[src/hw/mmu_pkg.sv]
package mmu_pkg;

    typedef logic [31:0] addr_t;
    typedef logic [31:0] word_t;
    typedef logic [3:0]  strb_t;
    // Beats minus one
    typedef logic [7:0]  blen_t;

    localparam logic [1:0] BURST_FIXED = 2'b00;
    localparam logic [1:0] BURST_INCR  = 2'b01;

    typedef struct packed {
        addr_t addr;
        blen_t len;
        logic  incr;
    } ar_req_t;

    typedef struct packed {
        word_t data;
        logic  last;
    } r_beat_t;

    typedef struct packed {
        addr_t addr;
        word_t data;
        strb_t strb;
    } w_req_t;

    typedef enum logic [2:0] {
        INST_IDLE,
        INST_HIT_OUT,
        INST_AR_WAIT,
        INST_REFILL,
        INST_UNC_WAIT
    } inst_state_t;

    typedef enum logic [2:0] {
        DATA_IDLE,
        DATA_AR_WAIT,
        DATA_R_WAIT,
        DATA_AW_W,
        DATA_B_WAIT
    } data_state_t;

endpackage
[src/hw/mmu_top.sv]
`timescale 1ns/1ps

module mmu_top
    import mmu_pkg::*;
#(
    parameter int LINE_WORDS = 16
) (
    input  logic       clk,
    input  logic       rst_n,
    // Instruction side
    input  logic       inst_en,
    input  addr_t      inst_addr,
    input  logic       inst_uncached,
    output logic       inst_ok,
    output logic       inst_ok_1,
    output logic       inst_ok_2,
    output word_t      inst_data_1,
    output word_t      inst_data_2,
    // Data side
    input  logic       data_en,
    input  strb_t      data_wen,
    input  addr_t      data_addr,
    input  word_t      data_wdata,
    output logic       data_ok,
    output word_t      data_data,
    // Read channels
    output addr_t      araddr,
    output blen_t      arlen,
    output logic [1:0] arburst,
    output logic       arvalid,
    input  logic       arready,
    input  word_t      rdata,
    input  logic       rlast,
    input  logic       rvalid,
    // Write channels
    output addr_t      awaddr,
    output logic       awvalid,
    input  logic       awready,
    output word_t      wdata,
    output strb_t      wstrb,
    output logic       wlast,
    output logic       wvalid,
    input  logic       wready,
    input  logic       bvalid
);

    logic    i_ar_valid;
    logic    i_ar_ready;
    logic    i_r_valid;
    ar_req_t i_ar_req;
    logic    d_ar_valid;
    logic    d_ar_ready;
    logic    d_r_valid;
    ar_req_t d_ar_req;
    ar_req_t ar_out;
    r_beat_t r_beat;
    w_req_t  w_req;

    assign r_beat = '{data: rdata, last: rlast};

    mmu_inst #(
        .LINE_WORDS (LINE_WORDS)
    ) u_inst (
        .clk           (clk),
        .rst_n         (rst_n),
        .inst_en       (inst_en),
        .inst_addr     (inst_addr),
        .inst_uncached (inst_uncached),
        .inst_ok       (inst_ok),
        .inst_ok_1     (inst_ok_1),
        .inst_ok_2     (inst_ok_2),
        .inst_data_1   (inst_data_1),
        .inst_data_2   (inst_data_2),
        .ar_valid      (i_ar_valid),
        .ar_req        (i_ar_req),
        .ar_ready      (i_ar_ready),
        .r_valid       (i_r_valid),
        .r_beat        (r_beat)
    );

    mmu_data u_data (
        .clk        (clk),
        .rst_n      (rst_n),
        .data_en    (data_en),
        .data_wen   (data_wen),
        .data_addr  (data_addr),
        .data_wdata (data_wdata),
        .data_ok    (data_ok),
        .data_data  (data_data),
        .ar_valid   (d_ar_valid),
        .ar_req     (d_ar_req),
        .ar_ready   (d_ar_ready),
        .r_valid    (d_r_valid),
        .r_beat     (r_beat),
        .awvalid    (awvalid),
        .wvalid     (wvalid),
        .w_req      (w_req),
        .awready    (awready),
        .wready     (wready),
        .bvalid     (bvalid)
    );

    mmu_read_arbiter u_arb (
        .clk      (clk),
        .rst_n    (rst_n),
        .i_valid  (i_ar_valid),
        .i_req    (i_ar_req),
        .i_ready  (i_ar_ready),
        .d_valid  (d_ar_valid),
        .d_req    (d_ar_req),
        .d_ready  (d_ar_ready),
        .arvalid  (arvalid),
        .ar_out   (ar_out),
        .arready  (arready),
        .rvalid   (rvalid),
        .r_beat   (r_beat),
        .i_rvalid (i_r_valid),
        .d_rvalid (d_r_valid)
    );

    assign araddr  = ar_out.addr;
    assign arlen   = ar_out.len;
    assign arburst = ar_out.incr ? BURST_INCR : BURST_FIXED;

    // Single beat writes only
    assign awaddr = w_req.addr;
    assign wdata  = w_req.data;
    assign wstrb  = w_req.strb;
    assign wlast  = 1'b1;

endmodule

[src/hw/mmu_read_arbiter.sv]
`timescale 1ns/1ps

module mmu_read_arbiter
    import mmu_pkg::*;
(
    input  logic    clk,
    input  logic    rst_n,
    input  logic    i_valid,
    input  ar_req_t i_req,
    output logic    i_ready,
    input  logic    d_valid,
    input  ar_req_t d_req,
    output logic    d_ready,
    output logic    arvalid,
    output ar_req_t ar_out,
    input  logic    arready,
    input  logic    rvalid,
    input  r_beat_t r_beat,
    output logic    i_rvalid,
    output logic    d_rvalid
);

    logic own_d;
    logic hold_r;
    logic busy_r;
    logic held;
    logic sel_d;

    // Keep the choice while an address waits and until the burst ends
    assign held  = hold_r || busy_r;
    assign sel_d = held ? own_d : d_valid;

    assign arvalid = !busy_r && (sel_d ? d_valid : i_valid);
    assign ar_out  = sel_d ? d_req : i_req;
    assign d_ready = !busy_r && sel_d && arready;
    assign i_ready = !busy_r && !sel_d && arready;

    // Beats only go to the unit that owns the burst
    assign d_rvalid = rvalid && busy_r && own_d;
    assign i_rvalid = rvalid && busy_r && !own_d;

    always_ff @(posedge clk) begin
        if (!rst_n) begin
            own_d  <= 1'b0;
            hold_r <= 1'b0;
            busy_r <= 1'b0;
        end else begin
            if (!held) begin
                own_d <= d_valid;
            end
            if (arvalid) begin
                hold_r <= !arready;
            end
            if (arvalid && arready) begin
                busy_r <= 1'b1;
            end else if (busy_r && rvalid && r_beat.last) begin
                busy_r <= 1'b0;
            end
        end
    end

endmodule

[src/hw/mmu_data.sv]
`timescale 1ns/1ps

module mmu_data
    import mmu_pkg::*;
(
    input  logic    clk,
    input  logic    rst_n,
    input  logic    data_en,
    input  strb_t   data_wen,
    input  addr_t   data_addr,
    input  word_t   data_wdata,
    output logic    data_ok,
    output word_t   data_data,
    output logic    ar_valid,
    output ar_req_t ar_req,
    input  logic    ar_ready,
    input  logic    r_valid,
    input  r_beat_t r_beat,
    output logic    awvalid,
    output logic    wvalid,
    output w_req_t  w_req,
    input  logic    awready,
    input  logic    wready,
    input  logic    bvalid
);

    data_state_t state;
    logic        ok_r;
    logic        aw_pend;
    logic        w_pend;
    logic        aw_done;
    logic        w_done;
    word_t       rdata_r;

    // Core holds the request fields until data_ok
    assign ar_req = '{addr: data_addr, len: '0, incr: 1'b0};
    assign w_req  = '{addr: data_addr, data: data_wdata, strb: data_wen};

    assign aw_done = !aw_pend || awready;
    assign w_done  = !w_pend || wready;

    always_ff @(posedge clk) begin
        if (!rst_n) begin
            state   <= DATA_IDLE;
            ok_r    <= 1'b0;
            aw_pend <= 1'b0;
            w_pend  <= 1'b0;
        end else begin
            ok_r <= 1'b0;
            case (state)
                DATA_IDLE: begin
                    // Skip the ok cycle while the request is still up
                    if (data_en && !ok_r) begin
                        if (|data_wen) begin
                            aw_pend <= 1'b1;
                            w_pend  <= 1'b1;
                            state   <= DATA_AW_W;
                        end else begin
                            state <= DATA_AR_WAIT;
                        end
                    end
                end
                DATA_AR_WAIT: begin
                    if (ar_ready) begin
                        state <= DATA_R_WAIT;
                    end
                end
                DATA_R_WAIT: begin
                    if (r_valid && r_beat.last) begin
                        ok_r  <= 1'b1;
                        state <= DATA_IDLE;
                    end
                end
                DATA_AW_W: begin
                    if (awready) begin
                        aw_pend <= 1'b0;
                    end
                    if (wready) begin
                        w_pend <= 1'b0;
                    end
                    if (aw_done && w_done) begin
                        state <= DATA_B_WAIT;
                    end
                end
                DATA_B_WAIT: begin
                    if (bvalid) begin
                        ok_r  <= 1'b1;
                        state <= DATA_IDLE;
                    end
                end
                default: begin
                    state <= DATA_IDLE;
                end
            endcase
        end
    end

    always_ff @(posedge clk) begin
        if (state == DATA_R_WAIT && r_valid) begin
            rdata_r <= r_beat.data;
        end
    end

    assign data_ok   = ok_r;
    assign data_data = rdata_r;
    assign ar_valid  = (state == DATA_AR_WAIT);
    assign awvalid   = (state == DATA_AW_W) && aw_pend;
    assign wvalid    = (state == DATA_AW_W) && w_pend;

endmodule

[src/hw/mmu_inst.sv]
`timescale 1ns/1ps

module mmu_inst
    import mmu_pkg::*;
#(
    parameter int LINE_WORDS = 16
) (
    input  logic    clk,
    input  logic    rst_n,
    input  logic    inst_en,
    input  addr_t   inst_addr,
    input  logic    inst_uncached,
    output logic    inst_ok,
    output logic    inst_ok_1,
    output logic    inst_ok_2,
    output word_t   inst_data_1,
    output word_t   inst_data_2,
    output logic    ar_valid,
    output ar_req_t ar_req,
    input  logic    ar_ready,
    input  logic    r_valid,
    input  r_beat_t r_beat
);

    localparam int OFF_W = $clog2(LINE_WORDS);
    localparam int TAG_W = 30 - OFF_W;

    inst_state_t      state;
    logic             line_valid;
    logic [TAG_W-1:0] line_tag;
    word_t            line_mem [LINE_WORDS];
    logic [OFF_W-1:0] beat_cnt;
    logic             unc_r;
    logic             ok2_r;
    word_t            data1_r;
    word_t            data2_r;

    logic [TAG_W-1:0] req_tag;
    logic [OFF_W-1:0] req_idx;
    logic [OFF_W-1:0] nxt_idx;
    logic             hit;

    assign req_tag = inst_addr[31:OFF_W+2];
    assign req_idx = inst_addr[OFF_W+1:2];
    assign nxt_idx = req_idx + 1'b1;
    assign hit     = line_valid && (line_tag == req_tag);

    always_ff @(posedge clk) begin
        if (!rst_n) begin
            state      <= INST_IDLE;
            line_valid <= 1'b0;
            unc_r      <= 1'b0;
            ok2_r      <= 1'b0;
            beat_cnt   <= '0;
        end else begin
            case (state)
                INST_IDLE: begin
                    if (inst_en) begin
                        if (inst_uncached) begin
                            unc_r <= 1'b1;
                            state <= INST_AR_WAIT;
                        end else if (hit) begin
                            // Second word only if it stays in this line
                            ok2_r <= (req_idx != OFF_W'(LINE_WORDS - 1));
                            state <= INST_HIT_OUT;
                        end else begin
                            unc_r      <= 1'b0;
                            line_valid <= 1'b0;
                            state      <= INST_AR_WAIT;
                        end
                    end
                end
                INST_HIT_OUT: begin
                    state <= INST_IDLE;
                end
                INST_AR_WAIT: begin
                    if (ar_ready) begin
                        beat_cnt <= '0;
                        state    <= unc_r ? INST_UNC_WAIT : INST_REFILL;
                    end
                end
                INST_REFILL: begin
                    if (r_valid) begin
                        beat_cnt <= beat_cnt + 1'b1;
                        // Replay as a hit once the line is complete
                        if (r_beat.last) begin
                            line_valid <= 1'b1;
                            state      <= INST_IDLE;
                        end
                    end
                end
                INST_UNC_WAIT: begin
                    if (r_valid) begin
                        ok2_r <= 1'b0;
                        state <= INST_HIT_OUT;
                    end
                end
                default: begin
                    state <= INST_IDLE;
                end
            endcase
        end
    end

    always_ff @(posedge clk) begin
        if (state == INST_IDLE && inst_en) begin
            data1_r <= line_mem[req_idx];
            data2_r <= line_mem[nxt_idx];
            if (inst_uncached) begin
                ar_req <= '{addr: inst_addr, len: '0, incr: 1'b0};
            end else begin
                // Line aligned refill
                ar_req <= '{addr: {req_tag, {(OFF_W + 2){1'b0}}},
                            len:  blen_t'(LINE_WORDS - 1),
                            incr: 1'b1};
            end
            if (!inst_uncached && !hit) begin
                line_tag <= req_tag;
            end
        end
        if (state == INST_REFILL && r_valid) begin
            line_mem[beat_cnt] <= r_beat.data;
        end
        if (state == INST_UNC_WAIT && r_valid) begin
            data1_r <= r_beat.data;
        end
    end

    assign inst_ok     = (state == INST_HIT_OUT);
    assign inst_ok_1   = (state == INST_HIT_OUT);
    assign inst_ok_2   = (state == INST_HIT_OUT) && ok2_r;
    assign inst_data_1 = data1_r;
    assign inst_data_2 = data2_r;
    assign ar_valid    = (state == INST_AR_WAIT);

endmodule

[config.mk]
export PLATFORM = sky130hd
export DESIGN_NAME = mmu_top
export DESIGN_NICKNAME = d
export VERILOG_FILES = /design/src/hw/mmu_pkg.sv /design/src/hw/mmu_top.sv /design/src/hw/mmu_read_arbiter.sv /design/src/hw/mmu_data.sv /design/src/hw/mmu_inst.sv
export SDC_FILE = /design/constraint.sdc
export NUM_CORES = 1
export LEC_CHECK = 0
export BUFFER_PORTS_ARGS = -buffer_cell sky130_fd_sc_hd__buf_2
export CORE_MARGIN = 5
export CORE_UTILIZATION = 54
export DETAILED_ROUTE_END_ITERATION = 10
export HOLD_SLACK_MARGIN = 0.08
export PLACE_DENSITY = 0.75
export RECOVER_POWER = 50
export SYNTH_ARGS = -nofsm -noshare
export SYNTH_HDL_FRONTEND = slang
export SYNTH_HIERARCHICAL = 1
export SYNTH_SLANG_ARGS = --single-unit
[constraint.sdc]
create_clock -name clk -period 12.3 [get_ports clk]
set_input_delay 1.23 -clock clk [delete_from_list [all_inputs] [get_ports clk]]
set_output_delay 1.23 -clock clk [all_outputs]
set_load 0.005 [all_outputs]
**Yosys cells after proc, flatten, opt, wreduce, memory -nomap -nowiden**

Memories as Yosys holds them, arrays and structs flattened. A register that Yosys moved wholly into a read port is not among the register bits.
Index checks and enable logic that the tools add are counted.

- Bits in registers: 150
- RAM bits: 512
- Input bits: 143
- Output and inout bits: 214
- Word-level logic and storage cells: 152
- Memories: 1

- Add/subtract/negate cells: 2
- Equality and inequality tests: 27
- Multiplexer cells: 51
- Reductions and logical operators: 52

Memory list:

| name | depth | bits a word | read ports | clocked after memory_dff | write ports | RTL line | text |
|---|---|---|---|---|---|---|---|
| u_inst.line_mem | 16 | 32 | 2 | 1 | 1 | mmu_inst.sv:31 | `word_t line_mem [LINE_WORDS];` |

Operators with widths:

| cell | count |
|---|---|
| $mux W32 | 2 |
| $mux W41 | 1 |
| $mux W3 | 12 |
| $eq A26 B26 Y1 | 1 |
| $mux W1 | 23 |
| $logic_and A1 B1 Y1 | 22 |
| $ne A2 B2 Y1 const B | 10 |
| $pmux W3 S5 | 1 |
| $reduce_and A5 Y1 | 3 |
| $ne A2 B1 Y1 const B | 7 |
| $eq A3 B2 Y1 const B | 4 |
| $pmux W3 S4 | 1 |
| $reduce_bool A2 Y1 | 6 |
| $pmux W1 S2 | 5 |
| $logic_not A1 Y1 | 9 |
| $add A4 B1 Y4 const B | 2 |
| $mux W4 | 2 |
| $pmux W4 S2 | 1 |
| $reduce_and A4 Y1 | 2 |
| $eq A3 B1 Y1 const B | 2 |
| $eq A3 B3 Y1 const B | 2 |
| $logic_not A3 Y1 | 2 |
| $reduce_and A3 Y1 | 2 |
| $reduce_and A6 Y1 | 1 |
| other kinds (6) | 9 |

**Logic depth before layout (Yosys ltp)**

- Depth after elaboration: 7
- Depth in mapped cells: 10
- Depth with buffers taken out: 9

**By module**

Netlist, hierarchy kept.

Modules (own cells, without submodules):

| module | times used | cells each | area an instance (µm²) | sequential area each (µm²) |
|---|---|---|---|---|
| mmu_inst | 1 | 1410 | 28463.5 | 19268.5 |
| mmu_data | 1 | 185 | 2158.3 | 1081.0 |
| mmu_read_arbiter | 1 | 68 | 857.1 | 60.1 |
| mmu_top | 1 | 4 | 22.5 | 0.0 |

**Worst setup path after synthesis**

OpenSTA, ideal clock, no wires.

- Path type: input-to-reg
- Start: input port rvalid
- End: memory u_inst/line_mem[3][0] (netlist bit), enable pin
- Setup time: 461 ps
- Arrival: 4224 ps
- Data required time: 11839 ps
- Setup slack: 7615 ps
- Stages: 6
- Buffers on the path: 1
- Path through: nand2_1 > nor2_1 > and4b_1 > clkbuf_1 > nand2_1 > nor3_1

- Cells in the longest elaborated chain, start to end: 5

RTL lines:

| what | RTL line | text |
|---|---|---|
| start, declared | mmu_top.sv:34 | `input logic rvalid,` |
| $logic_and A1 B1 Y1 (2 in series) | mmu_read_arbiter.sv:40 | `assign i_rvalid = rvalid && busy_r && !own_d;` |
| via i_r_valid | mmu_top.sv:49 | `logic i_r_valid;` |
| $logic_and A1 B1 Y1 | mmu_inst.sv:121 | `if (state == INST_REFILL && r_valid) begin` |
| $mux W1 | mmu_inst.sv:121 |  |
| $mux W1 (not written as such) | mmu_inst.sv:122 | `line_mem[beat_cnt] <= r_beat.data;` |
| end, declared | mmu_inst.sv:31 |  |

The timed path passes the listed nets, and every way through them passes these cells.

**Final worst setup path**

- Start: input port inst_addr[5]
- End: register u_inst.data2_r[19] (netlist: u_inst/inst_data_2[19]), read port of u_inst.line_mem (data pin)

- Cells in the longest elaborated chain, start to end: 1

RTL lines:

| what | RTL line | text |
|---|---|---|
| start, declared | mmu_top.sv:12 | `input addr_t inst_addr,` |
| $add A4 B1 Y4 | mmu_inst.sv:45 | `assign nxt_idx = req_idx + 1'b1;` |
| end, declared | mmu_inst.sv:36 | `word_t data2_r;` |

Every way passes these cells.
A chain may end at the register's enable or synchronous reset.

==> summary.md <==
| Metric | Value |
|---|---|
| Status | `complete, but fails checks` |
| Failing checks | `max-capacitance violations, max-slew violations` |
| Multi-input gate area in the final layout | `just under 0.01 mm2` |
| Die W | `~250 um` |
| Die Y | `between 200 and 300 um` |
| Yosys cell types | `58` |
| Worst Setup End Kind | `flip-flop` |
| Critical Path Max Stage Delay | `roughly 3100 ps` |
| Number of flops mapped to enable cells by yosys | `around 670` |
| Synth Instances | `1667` |
| Fillers | `between 4000 and 5000` |
| CTS clk-pin slew, worst paths | `about 60 ps` |
| Finish-stage setup viols | `0` |
| Post-Syn Area per Cell | `around 19 um2` |
| First-pass GRT wire length | `~110000 um` |
| CTS tree | `done` |
| Max_cap viols | `3` |
| Design Power | `about 5400 uW` |
| Register area share after synthesis | `0.648` |
| Vias | `17100` |
| Most frequent cells in the layout | `667 x edfxtp_1, 258 x mux4_2, 151 x buf_2` |
| Initial core utilization | `0.546` |
| Dpl hpwl | `43400 um` |
| Number of global-route vias before repair | `about 17000` |
| Final hold violations | `0` |
| RSZ-0062 raised after global routing | `false` |
| Crit Path Class | `input pin to flip-flop` |
| Crit start category | `input pin` |
| Critical-path cell list | `clkbuf_1 > xor2_4 > buf_4 > mux4_2` |
| Met1 usage | `0.317` |
| Post-synth top flop | `edfxtp_1` |
| Core area | `0.0577 mm2` |
| Post-CTS Setup Inserts | `0` |
| N_diodes | `0` |
| I/O Buffers | `between 200 and 300` |
| Commonest non-fill, non-tap cell in the layout | `edfxtp_1` |
| Flops & latches, synth | `around 690` |
| Maximum vdd drop | `0.112 mV` |
| Antenna violations before repair | `0` |
| Share of layout cells above drive strength 1 | `0.340` |
| Worst hold path class | `flip-flop to flip-flop` |
| Root buffer cell | `clkbuf_16` |
| Maximum net fanout on the critical path | `between 60 and 70` |
| Tmin final | `5780 ps` |
| H-tree levels | `3` |
| Highest Clock Rate | `173 MHz` |
| Arr. time, crit path | `6110 ps` |
| Max-Slew Margin vs Limit | `-1.95` |
| Post-synthesis async set-or-reset flop share | `0` |
| Cell Rows | `88` |
| Post-route ant nets | `0` |
| Hold Buf Count CTS | `0` |
| GRT Total Usage | `0.237` |
| Drt drc | `0` |
| LEAKAGE | `between 0.01 and 0.015 uW` |
| Final period util | `0.470` |
| Setup TNS Final | `0 ps` |
| Area grow syn2layout | `11.2%` |
| # resized after CTS | `0` |
| Slowest-stage cell, CP | `clkbuf_1` |
| Die footprint | `0.0633 mm2` |
| Final net count | `around 2000` |
| Remaining global-route overflow | `0` |
| Vias per cell | `approximately 6.4` |
| DRT iter0 DRCs | `around 1800` |
| TritonCTS Buffers | `71` |
| Sinks on Clock Net | `between 600 and 700` |
| Busiest layer in global routing | `met2` |
| Pins over their slew limit | `105` |
| Total Wirelength | `between 70000 and 80000 um` |
| Synth warn | `6` |
| Clock buffer depth | `3` |
| Power Density | `153 mW/mm2` |
| I/O pins | `357` |
| Reg area | `roughly 0.020 mm2` |
| RD Place Congestion | `0.838` |
| Least-Margin Pin Slew | `~4400 ps` |
| Cell Area, Synth | `approximately 0.032 mm2` |
| Largest net degree at the start of global routing | `between 80 and 90` |
| Critical Path RT | `between 10000 and 15000 ps` |
| Routed wire length per instance | `28.8 um` |
| Drt first pass iters | `7` |
| Met2 Track Usage GR | `0.399` |
| WHS | `between 500 and 600 ps` |
| Worst Skew | `29.1 ps` |
| M3 GR Usage | `0.0511` |
| Clk_lat worst skew | `between 600 and 700 ps` |
synth_stat cells (31+ instances only):
cell | n | area share
edfxtp_1 | 667 | 0.64
buf_4 | 129 | 0.031
o221ai_1 | 31 | 0.0086
nand2_1 | 57 | 0.0068
nor2b_1 | 33 | 0.0066
mux2i_1 | 65 | 0.021
buf_2 | 45 | 0.0071
clkbuf_1 | 35 | 0.0042
mux2_4 | 37 | 0.018
nor2_1 | 31 | 0.0037
o21ai_0 | 35 | 0.0056
o22ai_1 | 32 | 0.0064
mux2_2 | 35 | 0.013
mux4_2 | 258 | 0.18
flip-flops by register name (all words and copies together), names as in the netlist, 4 cells and up:
signal / flops
u_inst/inst_data_1: 32
u_data/data_data: 32
u_inst/inst_data_2: 32
u_inst/beat_cnt: 4
u_inst/line_mem: 512
u_inst/line_tag: 26
u_inst/ar_req: 33
routing by layer:
layer / vias up / part of all wire
met3: 147 / 0.092
li1: 7100 / -
met1: 8902 / 0.38
met2: 902 / 0.50
met5: - / 0
met4: 0 / 0.027
final timing paths:
check	start	endpoint	slack (ps)	depth (start not counted)
max	inst_addr[5]	u_inst/inst_data_2[19]$_DFFE_PP_	6520	4
min	u_data/aw_pend$_SDFFE_PN0P_	u_data/aw_pend$_SDFFE_PN0P_	520	2
max reg2reg	u_arb/busy_r$_SDFFE_PN0P_	u_data/data_data[29]$_DFFE_PP_	8900	3
min reg2reg	u_data/aw_pend$_SDFFE_PN0P_	u_data/aw_pend$_SDFFE_PN0P_	520	2
worst max-delay path: cells and delay by family:
family,cells,cell delay [ps]
buf+inv,2,3670
mux,1,370
xor+xnor,1,810
cell type report:
| type | count | share of cell area |
|---|---|---|
| well taps | 765 | 0.0273 |
| flip-flops and latches | 686 | 0.583 |
| clock buffers | 87 | 0.0537 |
| inverters | 7 | 0.000786 |
| repair buffers | 318 | 0.0432 |
| multi-input cells | 762 | 0.281 |
| clock inverters | 42 | 0.0115 |
power breakdown:
| group | internal, uW | switching [uW] |
|---|---|---|
| logic | 287 | 297 |
| clock network | 1240 | 884 |
| registers | 2630 | 34.1 |
per-stage QoR:
stage | worst slack, ps | instances | instance area, um2 | util
2_1_floorplan | 7620 | 1678 | 31500 | -
3_3_place_gp | 7130 | 2538 | 32900 | 0.571
3_5_place_dp | 7060 | 2538 | 32900 | 0.571
4_1_cts | 7690 | 2667 | 35200 | 0.610
5_1_grt | 6350 | 2667 | 35000 | 0.607
6_report | 6520 | 2667 | 35000 | 0.607
cells by family (layout without fill, tap and decap cells):
group | Yosys count | count (layout) | share of synthesized area
xor+xnor | 31 | 31 | 0.00862
flops | 686 | 686 | 0.648
other cells | 4 | 15 | 0.000476
buf+inv | 230 | 454 | 0.0465
fa+ha+maj | 5 | 5 | 0.00199
compound gates | 127 | 127 | 0.0276
mux | 396 | 396 | 0.236
simple gates | 188 | 188 | 0.0310
No activity file was read; power rests on OpenSTA's default activity.
